## config.mk

```make
export PLATFORM = sky130hd
export DESIGN_NAME = rvfi_trace_top
export DESIGN_NICKNAME = d
export VERILOG_FILES = /design/src/rtl/rvfi_trace_pkg.sv /design/src/rtl/rvfi_insn_expander.sv /design/src/rtl/rvfi_retire_capture.sv /design/src/rtl/rvfi_trace_fifo.sv /design/src/rtl/rvfi_trace_serializer.sv /design/src/rtl/rvfi_trace_top.sv
export SDC_FILE = /design/constraint.sdc
export NUM_CORES = 1
export LEC_CHECK = 0
export ABC_AREA = 1
export BUFFER_PORTS_ARGS = -buffer_cell sky130_fd_sc_hd__buf_2
export CAP_MARGIN = 25
export CORE_UTILIZATION = 63
export CTS_CLUSTER_SIZE = 16
export DETAILED_ROUTE_END_ITERATION = 6
export GPL_TIMING_DRIVEN = 0
export PLACE_DENSITY_LB_ADDON = 0.08
export SLEW_MARGIN = 20
export SYNTH_ARGS = -nofsm -noshare
export SYNTH_HDL_FRONTEND = slang
export SYNTH_SLANG_ARGS = --single-unit
```

## constraint.sdc

```tcl
create_clock -name clk_i -period 35.4 [get_ports clk_i]
set_clock_uncertainty 0.2 [all_clocks]
set_input_delay 7.08 -clock clk_i [delete_from_list [all_inputs] [get_ports clk_i]]
set_output_delay 7.08 -clock clk_i [all_outputs]
set_load 0.02 [all_outputs]
```

## src/rtl/rvfi_trace_pkg.sv

```systemverilog
`default_nettype none

package rvfi_trace_pkg;

  // Buffer and record geometry
  localparam int TRACE_DEPTH = 4;
  localparam int TRACE_WORDS = 7;
  localparam int SEQ_W       = 11;
  localparam int DROP_W      = 16;
  localparam int TRACE_PTR_W = $clog2(TRACE_DEPTH);
  localparam int TRACE_CNT_W = $clog2(TRACE_DEPTH + 1);
  localparam int WORD_IDX_W  = 3;

  // RV32 major opcodes used by the immediate decoder and the expander
  localparam logic [6:0] OPC_LOAD   = 7'b0000011;
  localparam logic [6:0] OPC_STORE  = 7'b0100011;
  localparam logic [6:0] OPC_OP_IMM = 7'b0010011;
  localparam logic [6:0] OPC_OP     = 7'b0110011;
  localparam logic [6:0] OPC_LUI    = 7'b0110111;
  localparam logic [6:0] OPC_AUIPC  = 7'b0010111;
  localparam logic [6:0] OPC_JAL    = 7'b1101111;
  localparam logic [6:0] OPC_JALR   = 7'b1100111;
  localparam logic [6:0] OPC_BRANCH = 7'b1100011;

  typedef enum logic [1:0] {
    MEM_NONE  = 2'd0,
    MEM_READ  = 2'd1,
    MEM_WRITE = 2'd2
  } mem_kind_e;

  typedef struct packed {
    logic [6:0] funct7;
    logic [4:0] rs2;
    logic [4:0] rs1;
    logic [2:0] funct3;
    logic [4:0] rd;
    logic [6:0] opcode;
  } insn_r_t;

  typedef struct packed {
    logic [11:0] imm;
    logic [4:0]  rs1;
    logic [2:0]  funct3;
    logic [4:0]  rd;
    logic [6:0]  opcode;
  } insn_i_t;

  typedef struct packed {
    logic [6:0] imm_hi;
    logic [4:0] rs2;
    logic [4:0] rs1;
    logic [2:0] funct3;
    logic [4:0] imm_lo;
    logic [6:0] opcode;
  } insn_s_t;

  // Holds instruction bits 31..12 in imm
  typedef struct packed {
    logic [19:0] imm;
    logic [4:0]  rd;
    logic [6:0]  opcode;
  } insn_u_t;

  typedef union packed {
    insn_r_t r;
    insn_i_t i;
    insn_s_t s;
    insn_u_t u;
  } insn_u;

  // Retirement report from the core, one strobe per retired instruction
  typedef struct packed {
    logic        valid;
    logic [31:0] pc;
    logic [31:0] insn;
    logic [4:0]  rd_addr;
    logic [31:0] rd_wdata;
    logic        frd_wvalid;
    logic [4:0]  frd_addr;
    logic [31:0] frd_wdata;
    logic [4:0]  rs1_addr;
    logic [31:0] rs1_rdata;
    logic        frs1_rvalid;
    logic [4:0]  frs1_addr;
    logic [31:0] frs1_rdata;
    logic [4:0]  rs2_addr;
    logic [31:0] rs2_rdata;
    logic        frs2_rvalid;
    logic [4:0]  frs2_addr;
    logic [31:0] frs2_rdata;
    logic [31:0] mem_addr;
    logic [31:0] mem_rmask;
    logic [31:0] mem_wmask;
    logic [31:0] mem_rdata;
    logic [31:0] mem_wdata;
  } retire_t;

  // Register numbers carry bit 5 set for the FP register file
  typedef struct packed {
    logic [SEQ_W-1:0] seq;
    logic             compressed;
    mem_kind_e        mem_kind;
    logic [5:0]       rd;
    logic [5:0]       rs1;
    logic [5:0]       rs2;
    logic [31:0]      pc;
    insn_u            insn;
    logic [31:0]      rd_wdata;
    logic [31:0]      imm;
    logic [31:0]      mem_addr;
    logic [31:0]      mem_data;
  } trace_rec_t;

endpackage

`default_nettype wire

```

## src/rtl/rvfi_insn_expander.sv

```systemverilog
`timescale 1ns/1ps
`default_nettype none

module rvfi_insn_expander (
  input  wire logic [31:0]         insn,
  output rvfi_trace_pkg::insn_u    insn_exp,
  output logic                     compressed,
  output logic                     unsupported
);

  logic [15:0] c;
  logic [4:0]  c_rd;
  logic [4:0]  c_rs2;
  logic [4:0]  c_rdp;
  logic [4:0]  c_rs1p;
  logic [31:0] exp_word;

  assign c      = insn[15:0];
  assign c_rd   = c[11:7];
  assign c_rs2  = c[6:2];
  // Compressed register fields only reach x8..x15
  assign c_rdp  = {2'b01, c[4:2]};
  assign c_rs1p = {2'b01, c[9:7]};

  always_comb begin
    exp_word    = insn;
    compressed  = 1'b0;
    unsupported = 1'b0;
    if (insn[1:0] != 2'b11) begin
      compressed = 1'b1;
      exp_word   = '0;
      case ({insn[1:0], insn[15:13]})
        // C.LW -> lw rd', uimm(rs1')
        5'b00_010: begin
          exp_word = {5'b0, c[5], c[12:10], c[6], 2'b00, c_rs1p, 3'b010, c_rdp,
                      rvfi_trace_pkg::OPC_LOAD};
        end
        // C.SW -> sw rs2', uimm(rs1')
        5'b00_110: begin
          exp_word = {5'b0, c[5], c[12], c_rdp, c_rs1p, 3'b010, c[11:10], c[6], 2'b00,
                      rvfi_trace_pkg::OPC_STORE};
        end
        // C.ADDI -> addi rd, rd, imm
        5'b01_000: begin
          exp_word = {{6{c[12]}}, c[12], c[6:2], c_rd, 3'b000, c_rd,
                      rvfi_trace_pkg::OPC_OP_IMM};
        end
        // C.LI -> addi rd, x0, imm
        5'b01_010: begin
          exp_word = {{6{c[12]}}, c[12], c[6:2], 5'd0, 3'b000, c_rd,
                      rvfi_trace_pkg::OPC_OP_IMM};
        end
        5'b01_011: begin
          // rd == x2 is C.ADDI16SP, not in the supported subset
          if (c_rd != 5'd2) begin
            exp_word = {{14{c[12]}}, c[12], c[6:2], c_rd, rvfi_trace_pkg::OPC_LUI};
          end else begin
            unsupported = 1'b1;
          end
        end
        // C.J -> jal x0, offset
        5'b01_101: begin
          exp_word = {c[12], c[8], c[10:9], c[6], c[7], c[2], c[11], c[5:3],
                      c[12], {8{c[12]}}, 5'd0, rvfi_trace_pkg::OPC_JAL};
        end
        // C.BEQZ -> beq rs1', x0, offset
        5'b01_110: begin
          exp_word = {c[12], {3{c[12]}}, c[6:5], c[2], 5'd0, c_rs1p, 3'b000,
                      c[11:10], c[4:3], c[12], rvfi_trace_pkg::OPC_BRANCH};
        end
        5'b10_100: begin
          // rs2 == x0 encodes C.JR, C.JALR and C.EBREAK
          if (c_rs2 == 5'd0) begin
            unsupported = 1'b1;
          end else if (c[12]) begin
            exp_word = {7'b0, c_rs2, c_rd, 3'b000, c_rd, rvfi_trace_pkg::OPC_OP};
          end else begin
            exp_word = {7'b0, c_rs2, 5'd0, 3'b000, c_rd, rvfi_trace_pkg::OPC_OP};
          end
        end
        default: begin
          unsupported = 1'b1;
        end
      endcase
    end
  end

  assign insn_exp = exp_word;

endmodule

`default_nettype wire

```

## src/rtl/rvfi_retire_capture.sv

```systemverilog
`timescale 1ns/1ps
`default_nettype none

module rvfi_retire_capture (
  input  wire logic                   clk_i,
  input  wire logic                   reset,
  input  rvfi_trace_pkg::retire_t     retire,
  output logic                        push,
  output rvfi_trace_pkg::trace_rec_t  push_rec
);

  rvfi_trace_pkg::insn_u      insn_exp;
  rvfi_trace_pkg::trace_rec_t rec_d;
  logic                       is_compressed;
  logic                       is_unsupported;
  logic [31:0]                imm;
  logic [rvfi_trace_pkg::SEQ_W-1:0] seq_q;

  rvfi_insn_expander i_expander (
    .insn        (retire.insn),
    .insn_exp    (insn_exp),
    .compressed  (is_compressed),
    .unsupported (is_unsupported)
  );

  // Immediate decode from the expanded word, opcode and fields via union views
  always_comb begin
    imm = '0;
    if (!is_unsupported) begin
      case (insn_exp.r.opcode)
        rvfi_trace_pkg::OPC_OP_IMM,
        rvfi_trace_pkg::OPC_LOAD,
        rvfi_trace_pkg::OPC_JALR: begin
          imm = {{20{insn_exp.i.imm[11]}}, insn_exp.i.imm};
        end
        rvfi_trace_pkg::OPC_STORE: begin
          imm = {{20{insn_exp.s.imm_hi[6]}}, insn_exp.s.imm_hi, insn_exp.s.imm_lo};
        end
        rvfi_trace_pkg::OPC_BRANCH: begin
          // B layout reuses the S fields, imm_lo[0] carries bit 11
          imm = {{19{insn_exp.s.imm_hi[6]}}, insn_exp.s.imm_hi[6], insn_exp.s.imm_lo[0],
                 insn_exp.s.imm_hi[5:0], insn_exp.s.imm_lo[4:1], 1'b0};
        end
        rvfi_trace_pkg::OPC_LUI,
        rvfi_trace_pkg::OPC_AUIPC: begin
          imm = {insn_exp.u.imm, 12'b0};
        end
        rvfi_trace_pkg::OPC_JAL: begin
          imm = {{12{insn_exp.u.imm[19]}}, insn_exp.u.imm[7:0], insn_exp.u.imm[8],
                 insn_exp.u.imm[18:9], 1'b0};
        end
        default: begin
          imm = '0;
        end
      endcase
    end
  end

  always_comb begin
    rec_d            = '0;
    rec_d.seq        = seq_q;
    rec_d.compressed = is_compressed;
    rec_d.pc         = retire.pc;
    rec_d.insn       = insn_exp;
    rec_d.imm        = imm;
    rec_d.mem_addr   = retire.mem_addr;

    // FP register file wins when its valid flag is set
    if (retire.frd_wvalid) begin
      rec_d.rd       = {1'b1, retire.frd_addr};
      rec_d.rd_wdata = retire.frd_wdata;
    end else begin
      rec_d.rd       = {1'b0, retire.rd_addr};
      rec_d.rd_wdata = retire.rd_wdata;
    end
    rec_d.rs1 = retire.frs1_rvalid ? {1'b1, retire.frs1_addr} : {1'b0, retire.rs1_addr};
    rec_d.rs2 = retire.frs2_rvalid ? {1'b1, retire.frs2_addr} : {1'b0, retire.rs2_addr};

    if (retire.mem_wmask != '0) begin
      rec_d.mem_kind = rvfi_trace_pkg::MEM_WRITE;
      rec_d.mem_data = retire.mem_wdata;
    end else if (retire.mem_rmask != '0) begin
      rec_d.mem_kind = rvfi_trace_pkg::MEM_READ;
      rec_d.mem_data = retire.mem_rdata;
    end else begin
      rec_d.mem_kind = rvfi_trace_pkg::MEM_NONE;
      rec_d.mem_data = '0;
    end
  end

  always_ff @(posedge clk_i) begin
    if (reset) begin
      push  <= 1'b0;
      seq_q <= '0;
    end else begin
      push <= retire.valid;
      // Sequence advances even if the record is dropped later
      if (retire.valid) begin
        seq_q <= seq_q + 1'b1;
      end
    end
  end

  always_ff @(posedge clk_i) begin
    if (retire.valid) begin
      push_rec <= rec_d;
    end
  end

endmodule

`default_nettype wire

```

## src/rtl/rvfi_trace_fifo.sv

```systemverilog
`timescale 1ns/1ps
`default_nettype none

module rvfi_trace_fifo (
  input  wire logic                               clk_i,
  input  wire logic                               reset,
  input  wire logic                               push,
  input  rvfi_trace_pkg::trace_rec_t              push_rec,
  input  wire logic                               pop,
  output logic                                    not_empty,
  output rvfi_trace_pkg::trace_rec_t              head_rec,
  output logic [rvfi_trace_pkg::DROP_W-1:0]       drop_count
);

  rvfi_trace_pkg::trace_rec_t mem [rvfi_trace_pkg::TRACE_DEPTH];

  logic [rvfi_trace_pkg::TRACE_PTR_W-1:0] wr_ptr;
  logic [rvfi_trace_pkg::TRACE_PTR_W-1:0] rd_ptr;
  logic [rvfi_trace_pkg::TRACE_CNT_W-1:0] count;
  logic                                   full;
  logic                                   do_write;
  logic                                   do_read;

  assign full      = (count == rvfi_trace_pkg::TRACE_CNT_W'(rvfi_trace_pkg::TRACE_DEPTH));
  assign not_empty = (count != '0);
  // A full buffer drops the incoming record even if a pop frees a slot
  assign do_write  = push && !full;
  assign do_read   = pop && not_empty;
  assign head_rec  = mem[rd_ptr];

  always_ff @(posedge clk_i) begin
    if (do_write) begin
      mem[wr_ptr] <= push_rec;
    end
  end

  always_ff @(posedge clk_i) begin
    if (reset) begin
      wr_ptr     <= '0;
      rd_ptr     <= '0;
      count      <= '0;
      drop_count <= '0;
    end else begin
      if (do_write) begin
        wr_ptr <= (wr_ptr == rvfi_trace_pkg::TRACE_PTR_W'(rvfi_trace_pkg::TRACE_DEPTH - 1)) ?
                  '0 : wr_ptr + 1'b1;
      end
      if (do_read) begin
        rd_ptr <= (rd_ptr == rvfi_trace_pkg::TRACE_PTR_W'(rvfi_trace_pkg::TRACE_DEPTH - 1)) ?
                  '0 : rd_ptr + 1'b1;
      end
      if (do_write && !do_read) begin
        count <= count + 1'b1;
      end else if (!do_write && do_read) begin
        count <= count - 1'b1;
      end
      // Saturating drop counter
      if (push && full && drop_count != '1) begin
        drop_count <= drop_count + 1'b1;
      end
    end
  end

endmodule

`default_nettype wire

```

## src/rtl/rvfi_trace_serializer.sv

```systemverilog
`timescale 1ns/1ps
`default_nettype none

module rvfi_trace_serializer (
  input  wire logic                                  clk_i,
  input  wire logic                                  reset,
  input  wire logic                                  not_empty,
  input  rvfi_trace_pkg::trace_rec_t                 head_rec,
  output logic                                       pop,
  input  wire logic                                  stall,
  output logic                                       word_valid,
  output logic [31:0]                                word,
  output logic [rvfi_trace_pkg::WORD_IDX_W-1:0]      word_index
);

  rvfi_trace_pkg::trace_rec_t              rec_q;
  logic                                    busy;
  logic [rvfi_trace_pkg::WORD_IDX_W-1:0]   idx;
  logic                                    last_word;
  logic                                    deliver;
  logic [31:0]                             header;

  assign last_word = (idx == rvfi_trace_pkg::WORD_IDX_W'(rvfi_trace_pkg::TRACE_WORDS - 1));
  assign deliver   = busy && !stall;
  // Load when idle, or back to back right after the last word goes out
  assign pop       = not_empty && (!busy || (deliver && last_word));

  assign header = {rec_q.compressed, rec_q.mem_kind, rec_q.rd, rec_q.rs1, rec_q.rs2,
                   rec_q.seq};

  always_comb begin
    case (idx)
      3'd0:    word = header;
      3'd1:    word = rec_q.pc;
      3'd2:    word = rec_q.insn;
      3'd3:    word = rec_q.rd_wdata;
      3'd4:    word = rec_q.imm;
      3'd5:    word = rec_q.mem_addr;
      3'd6:    word = rec_q.mem_data;
      default: word = '0;
    endcase
  end

  assign word_valid = busy;
  assign word_index = idx;

  always_ff @(posedge clk_i) begin
    if (reset) begin
      busy <= 1'b0;
      idx  <= '0;
    end else if (pop) begin
      busy <= 1'b1;
      idx  <= '0;
    end else if (deliver) begin
      if (last_word) begin
        busy <= 1'b0;
        idx  <= '0;
      end else begin
        idx <= idx + 1'b1;
      end
    end
  end

  always_ff @(posedge clk_i) begin
    if (pop) begin
      rec_q <= head_rec;
    end
  end

endmodule

`default_nettype wire

```

## src/rtl/rvfi_trace_top.sv

```systemverilog
`timescale 1ns/1ps
`default_nettype none

module rvfi_trace_top (
  input  wire logic                                  clk_i,
  input  wire logic                                  reset,
  input  rvfi_trace_pkg::retire_t                    retire,
  input  wire logic                                  stall,
  output logic                                       word_valid,
  output logic [31:0]                                word,
  output logic [rvfi_trace_pkg::WORD_IDX_W-1:0]      word_index,
  output logic [rvfi_trace_pkg::DROP_W-1:0]          drop_count
);

  logic                       push;
  rvfi_trace_pkg::trace_rec_t push_rec;
  logic                       pop;
  logic                       not_empty;
  rvfi_trace_pkg::trace_rec_t head_rec;

  rvfi_retire_capture i_capture (
    .clk_i    (clk_i),
    .reset    (reset),
    .retire   (retire),
    .push     (push),
    .push_rec (push_rec)
  );

  rvfi_trace_fifo i_fifo (
    .clk_i      (clk_i),
    .reset      (reset),
    .push       (push),
    .push_rec   (push_rec),
    .pop        (pop),
    .not_empty  (not_empty),
    .head_rec   (head_rec),
    .drop_count (drop_count)
  );

  rvfi_trace_serializer i_serializer (
    .clk_i      (clk_i),
    .reset      (reset),
    .not_empty  (not_empty),
    .head_rec   (head_rec),
    .pop        (pop),
    .stall      (stall),
    .word_valid (word_valid),
    .word       (word),
    .word_index (word_index)
  );

endmodule

`default_nettype wire

```

; ---- Yosys cells after proc, flatten, opt, wreduce, memory -nomap -nowiden
; Memory sizes are Yosys's and may differ from the RTL's. A register that Yosys moved wholly into a read port is not among the register bits.
; Index checks and enable logic that the tools add are counted.
; W data, S select, Z words.
[word_totals]
reg_bits = 263
latch_bits = 0
ramBits = 896
rom_bits = 0
inputBits = 453
output_inout_bits = 52
word_cells = 113
mem_count = 1
[memory_table]
columns = name, words, word_bits, rd, rd_ports_with_merged_regs, wr, line_no
row1 = i_fifo.mem, 4, 224, 1, 1, 1, rvfi_trace_fifo.sv:15  ; rvfi_trace_pkg::trace_rec_t mem [rvfi_trace_pkg::TRACE_DEPTH];
[op_classes]
n_addsub = 7
n_mul = 0
n_div = 0
magnitude_cmp = 0
eq_ne = 28
n_shift = 0
mux = 29
bitwise = 0
reduce_logical = 28
[ops]
columns = operator, n
row1 = $pmux W32 S8, 1
row2 = $pmux W32 S7, 1
row3 = $mux W32, 5
row4 = $pmux W32 S5, 1
row5 = $reduce_bool A32 Y1, 2
row6 = $eq A5 B4 Y1 const B, 5
row7 = $mux W25, 1
row8 = $eq A7 B7 Y1 const B, 3
row9 = $mux W20, 1
row10 = $mux W6, 3
row11 = $add A16 B1 Y16 const B, 1
row12 = $ne A16 B16 Y1 const B, 1
row13 = $eq A7 B5 Y1 const B, 2
row14 = $eq A7 B6 Y1 const B, 2
row15 = $eq A3 B3 Y1 const B, 4
row16 = $add A11 B1 Y11 const B, 1
row17 = $mux W1, 10
row18 = $logic_and A1 B1 Y1, 9
row19 = $mux W3, 3
row20 = $eq A7 B2 Y1 const B, 1
row21 = $add A3 B1 Y3 const B, 2
row22 = $eq A3 B2 Y1 const B, 2
row23 = $reduce_bool A2 Y1, 3
row24 = $reduce_or A6 Y1, 1
row25 = other kinds (19), 27

; ---- Longest topological paths before layout
[logic_depth]
ltp_word = 9
ltp_mapped = 14
depth_no_buf = 13

; ---- Hierarchy
; Synthesis repeated with hierarchy kept, for this count alone.
[hier_totals]
hier_cells = 3958
area_unflattened_um2 = 53531.3
[modules_own_cells]
columns = module, n_inst, cells_per_inst, area_per_inst_um2, seq_area_each_um2
row1 = rvfi_trace_fifo, 1, 2378, 34389.2, 27406.3
row2 = rvfi_retire_capture, 1, 656, 9298.9, 6966.7
row3 = rvfi_trace_serializer, 1, 733, 8809.7, 6806.5
row4 = rvfi_insn_expander, 1, 191, 1033.5, 0.0

; ---- Least setup slack after synthesis
; No wires, ideal clock.
[synth_path]
path_type = in2reg
from = in stall
to = reg i_fifo.count[1] (netlist name)
setup_ps = 121
arrival_ps = 19557
required_ps = 35079
setup_slack_ps = 15522
path_stages = 9
n_path_buf = 0
path_cell_list = nor2_1 > a21oi_1 > nor2_1 > inv_1 > ha_1 > inv_1 > fa_1 > o21ai_0 > a21oi_1
[synth_via]
elab_chain_cells = 9
elab_cells_between_ends = 11
cone_classes = mux: 1 / reduce/logical: 10
[synth_rtl]
columns = element, line_no
row1 = "start, declared", rvfi_trace_top.sv:8  ; input wire logic stall,
row2 = $logic_not A1 Y1 (*), rvfi_trace_serializer.sv:24  ; assign deliver = busy && !stall;
row3 = $logic_and A1 B1 Y1 (*), rvfi_trace_serializer.sv:24
row4 = $logic_and A1 B1 Y1 (*), rvfi_trace_serializer.sv:26  ; assign pop = not_empty && (!busy || (deliver && last_word));
row5 = $logic_or A1 B1 Y1 (*), rvfi_trace_serializer.sv:26
row6 = $logic_and A1 B1 Y1 (*), rvfi_trace_serializer.sv:26
row7 = $logic_and A1 B1 Y1 (*), rvfi_trace_fifo.sv:28  ; assign do_read = pop && not_empty;
row8 = via i_fifo.do_read, rvfi_trace_fifo.sv:22  ; logic do_read;
row9 = $logic_not A1 Y1, rvfi_trace_fifo.sv:52  ; if (do_write && !do_read) begin
row10 = $logic_and A1 B1 Y1, rvfi_trace_fifo.sv:52
row11 = $mux W3 or $reduce_bool A2 Y1 (tied branches), --
row12 = "end signal, assigned", rvfi_trace_fifo.sv:53  ; count <= count + 1'b1;
row13 = "end signal, assigned", rvfi_trace_fifo.sv:55  ; count <= count - 1'b1;
row14 = "end, declared", rvfi_trace_fifo.sv:19  ; logic [rvfi_trace_pkg::TRACE_CNT_W-1:0] count;
; The timed path passes the listed nets; every way through them passes the cells marked *.
; A chain may end at the register's enable or synchronous reset.

; ---- Worst setup path in the final report
[layout_path]
from = reg i_serializer.idx (netlist bit i_serializer.word_index[2])
to = out word[27]
[layout_via]
elab_chain_cells = 2
elab_cells_between_ends = 8
cone_classes = eq/ne: 6 / mux: 1 / reduce/logical: 1
[layout_rtl]
columns = element, line_no
row1 = "start, declared", rvfi_trace_serializer.sv:18  ; logic [rvfi_trace_pkg::WORD_IDX_W-1:0] idx;
row2 = "start signal, assigned", rvfi_trace_serializer.sv:59  ; idx <= idx + 1'b1;
row3 = $eq A3 B3 Y1 (tied with other cells), rvfi_trace_serializer.sv:32  ; case (idx)
row4 = $pmux W32 S7 (*), rvfi_trace_serializer.sv:32
row5 = "end, declared", rvfi_trace_top.sv:10  ; output logic [31:0] word,
; Mark *: on every way between the ends. The rest lies on a longest branch, timed or not.

==> impl_metrics.py <==
metrics = {
    "grt": {
        "grt_pass1_vias": 30225,
        "antenna_found_initial": 8,
        "grt.overflow.total": 0,
        "track_usage": 0.329,
        "grt_max_degree": 102,
        "grt_pass1_wl_um": 195000,
    },
    "timing": {
        "grt_setup_unrepaired": "false",
        "max_freq_mhz": 88.6,
        "post-route-min-period_ps": 11290,
        "hold_viol": 0,
        "slew_headroom": 0.220,
        "tns_ps": 0,
        "hold-worst-slack_ps": 270,
        "timing.final.crit_share": 0.319,
        "setup_viol": 0,
        "worstMarginPinSlew_ps": 1170,
        "drv_slew": 0,
    },
    "placed_design": {
        "dp_hpwl_um": 94200,
        "gp_congestion": 0.922,
        "dp_cells": 5029,
        "port-buffer-count": 376,
    },
    "synth": {
        "synth_top_area_frac": 0.780,
        "synthMostInstantiatedCell": "edfxtp_1",
        "netlist_area_um2": 51800,
        "yosys-top-cells-area": "edfxtp_1 78%, o21ai_0 4.7%, nor2_1 4.0%, o22ai_1 2.7%, nand2_1 1.8%",
        "ys_ff_latch": 1383,
        "avgSynthCellArea_um2": 14.7,
        "synth_area_leader_cell": "edfxtp_1",
        "syn_inst": 3532,
        "ys_types": 51,
        "synthesis.nets": 3995,
        "synth_common_cells": "1,344 x edfxtp_1, 548 x nor2_1, 484 x o21ai_0",
        "yosys_warnings": 0,
        "synth_ff_type": "edfxtp_1",
        "synthArstFlopShare": 0,
        "yosysSeqAreaShare": 0.795,
        "synth_edf_count": 1344,
    },
    "power": {
        "leakage_nw": 21.0,
        "finalPower_mw": 4.76,
        "p_per_area_nw_per_um2": 78.5,
        "ir_drop_mv": 0.0586,
    },
    "die": {
        "core_um2": 80900,
        "fp-row-count": 104,
        "die_area_um2": 83300,
        "io_pins": 505,
        "start_util": 0.640,
        "die_h_um": 289,
        "fp.dieW_um": 289,
    },
    "detailed_routing": {
        "dr.pass1.iters": 7,
        "wl_per_cell_um": 26.1,
        "vias_per_cell": 6.24,
        "vias": 32936,
        "wl_um": 138000,
        "ant_nets": 0,
        "drc": 1,
        "drt_iter0_markers": 4491,
    },
    "cts": {
        "insertion_delay_ps": 740,
        "ctsResizeCount": 0,
        "tritoncts": "done",
        "clock-sinks": 1383,
        "htreeDepth": 4,
        "cts_made_buffers": 137,
        "clock_path_buffers": 3,
        "cts_hold_buf": 0,
        "path_clk_slew_ps": 60,
        "clock-root-buffer": "clkbuf_16",
        "cts_setup_buffers": 0,
    },
    "run_status": {
        "violations": "DRC",
        "status": "complete, but fails checks",
    },
    "worst_setup_path": {
        "cp-endpoint": "word[27]",
        "critPathLaunchType": "flip-flop",
        "reg2reg_slack_ps": 31230,
        "endpoint_kind": "output port",
        "cp-startpoint": "i_serializer.word_index[2]$_SDFFE_PP0P_",
        "worstRegToRegCells": 6,
        "timing.rr.start": "i_fifo.rd_ptr[0]$_SDFFE_PP0P_",
        "required_ps": 28120,
        "critical_path_class": "flip-flop to output port",
        "r2r-end": "i_serializer.rec_q[191]$_DFFE_PP_",
        "critPathMaxFanout": 10,
        "worstPathArrival_ps": 4010,
    },
    "worst_hold_path": {
        "hold_class": "flip-flop to flip-flop",
        "hold_depth": 0,
    },
    "cells_and_area": {
        "fin_util": 0.750,
        "num-nets-final": 4572,
        "drive_gt1_frac": 0.171,
        "syn_to_final_growth_pct": 17.2,
        "final-instance-count-excl-fill": 5280,
    },
    "flow_run": {
        "cap_violations": 0,
    },
}
[routing by layer]
layer	part of all wire	track usage
met1	0.37	0.464
met2	0.47	0.504
met3	0.12	0.0690
met4	0.044	0.143
met5	0.00025	0
[critical path, stage by stage, from the launching register on]
cell and delay (ps):
dfxtp_1 530, inv_1 210, ha_1 340, clkbuf_1 300, a22o_1 400, a221oi_1 930, nand4_1 300, buf_2 270
[worst min-delay path by stage]
stage | from | end
5_1_grt | i_capture.push_rec[89]$_SDFFCE_PP0P_ | i_fifo.mem[1][89]$_DFFE_PP_
3_3_place_gp | i_capture.seq_q[5]$_SDFFE_PP0P_ | i_capture.push_rec[218]$_DFFE_PP_
2_1_floorplan | i_capture.seq_q[10]$_SDFFE_PP0P_ | i_capture.push_rec[223]$_DFFE_PP_
3_5_place_dp | i_capture.seq_q[5]$_SDFFE_PP0P_ | i_capture.push_rec[218]$_DFFE_PP_
4_1_cts | i_capture.seq_q[5]$_SDFFE_PP0P_ | i_capture.push_rec[218]$_DFFE_PP_
6_report | i_capture.seq_q[5]$_SDFFE_PP0P_ | i_capture.push_rec[218]$_DFFE_PP_
[final cells by class]
cell class / count / area [µm²]
Tap cell: 1060 / 1330
Clock inverter: 62 / 465
Antenna cell: 2 / 5.00
Multi-Input combinational cell: 1860 / 9560
Timing Repair Buffer: 438 / 3300
Clock buffer: 186 / 3780
Fill cell: 4936 / 20200
Inverter: 100 / 378
Buffer: 189 / 729
Sequential cell: 1383 / 41100
[state kept, by name (all words and copies together) (netlist names)]
register / count
i_capture.push_rec: 224
i_fifo.mem: 896
i_serializer.word_index: 3
i_serializer.header: 32
i_fifo.count: 3
i_serializer.word_valid: 1
i_fifo.drop_count: 16
i_capture.seq_q: 11
i_capture.push: 1
i_fifo.wr_ptr: 2
i_fifo.rd_ptr: 2
i_serializer.rec_q: 192
[kinds of logic after synthesis]
family | count (synthesis) | share of synthesized area
buf+inv | 289 | 0.0213
fa+ha+maj | 10 | 0.00256
compound gates | 873 | 0.0972
mux | 47 | 0.0102
xor+xnor | 1 | 0.000169
flops | 1383 | 0.795
simple gates | 929 | 0.0739
[placed cells by master, fill, tap and decap left out, types with 29 or more instances in the layout]
master     netlist  routed
edfxtp_1      1344    1344
nor2_1         548     543
o21ai_0        484     484
buf_2            5     380
nand2_1        248     248
o22ai_1        226     226
clkbuf_1       167     205
clkbuf_16        0     144
inv_1           85      85
a21oi_1         54      54
a22o_1          48      48
mux2_2          47      47
nand3_1         41      41
nand4_1         39      39
dfxtp_1         39      39
buf_12           0      34
clkinv_1         3      29
[report_power, final]
part / switching (mW) / total (mW) / internal [mW]
registers: 0.118 / 2.26 / 2.14
clock network: 0.591 / 1.38 / 0.786
logic: 0.827 / 1.13 / 0.303
[per-stage QoR]
step,cell area [µm²],worst slack (ps)
6_report,60700,24110
4_1_cts,60700,24200
5_1_grt,60700,24160
3_3_place_gp,55000,7920
2_1_floorplan,51800,15520
3_5_place_dp,56400,24970
No activity file was read; power rests on OpenSTA's default activity.
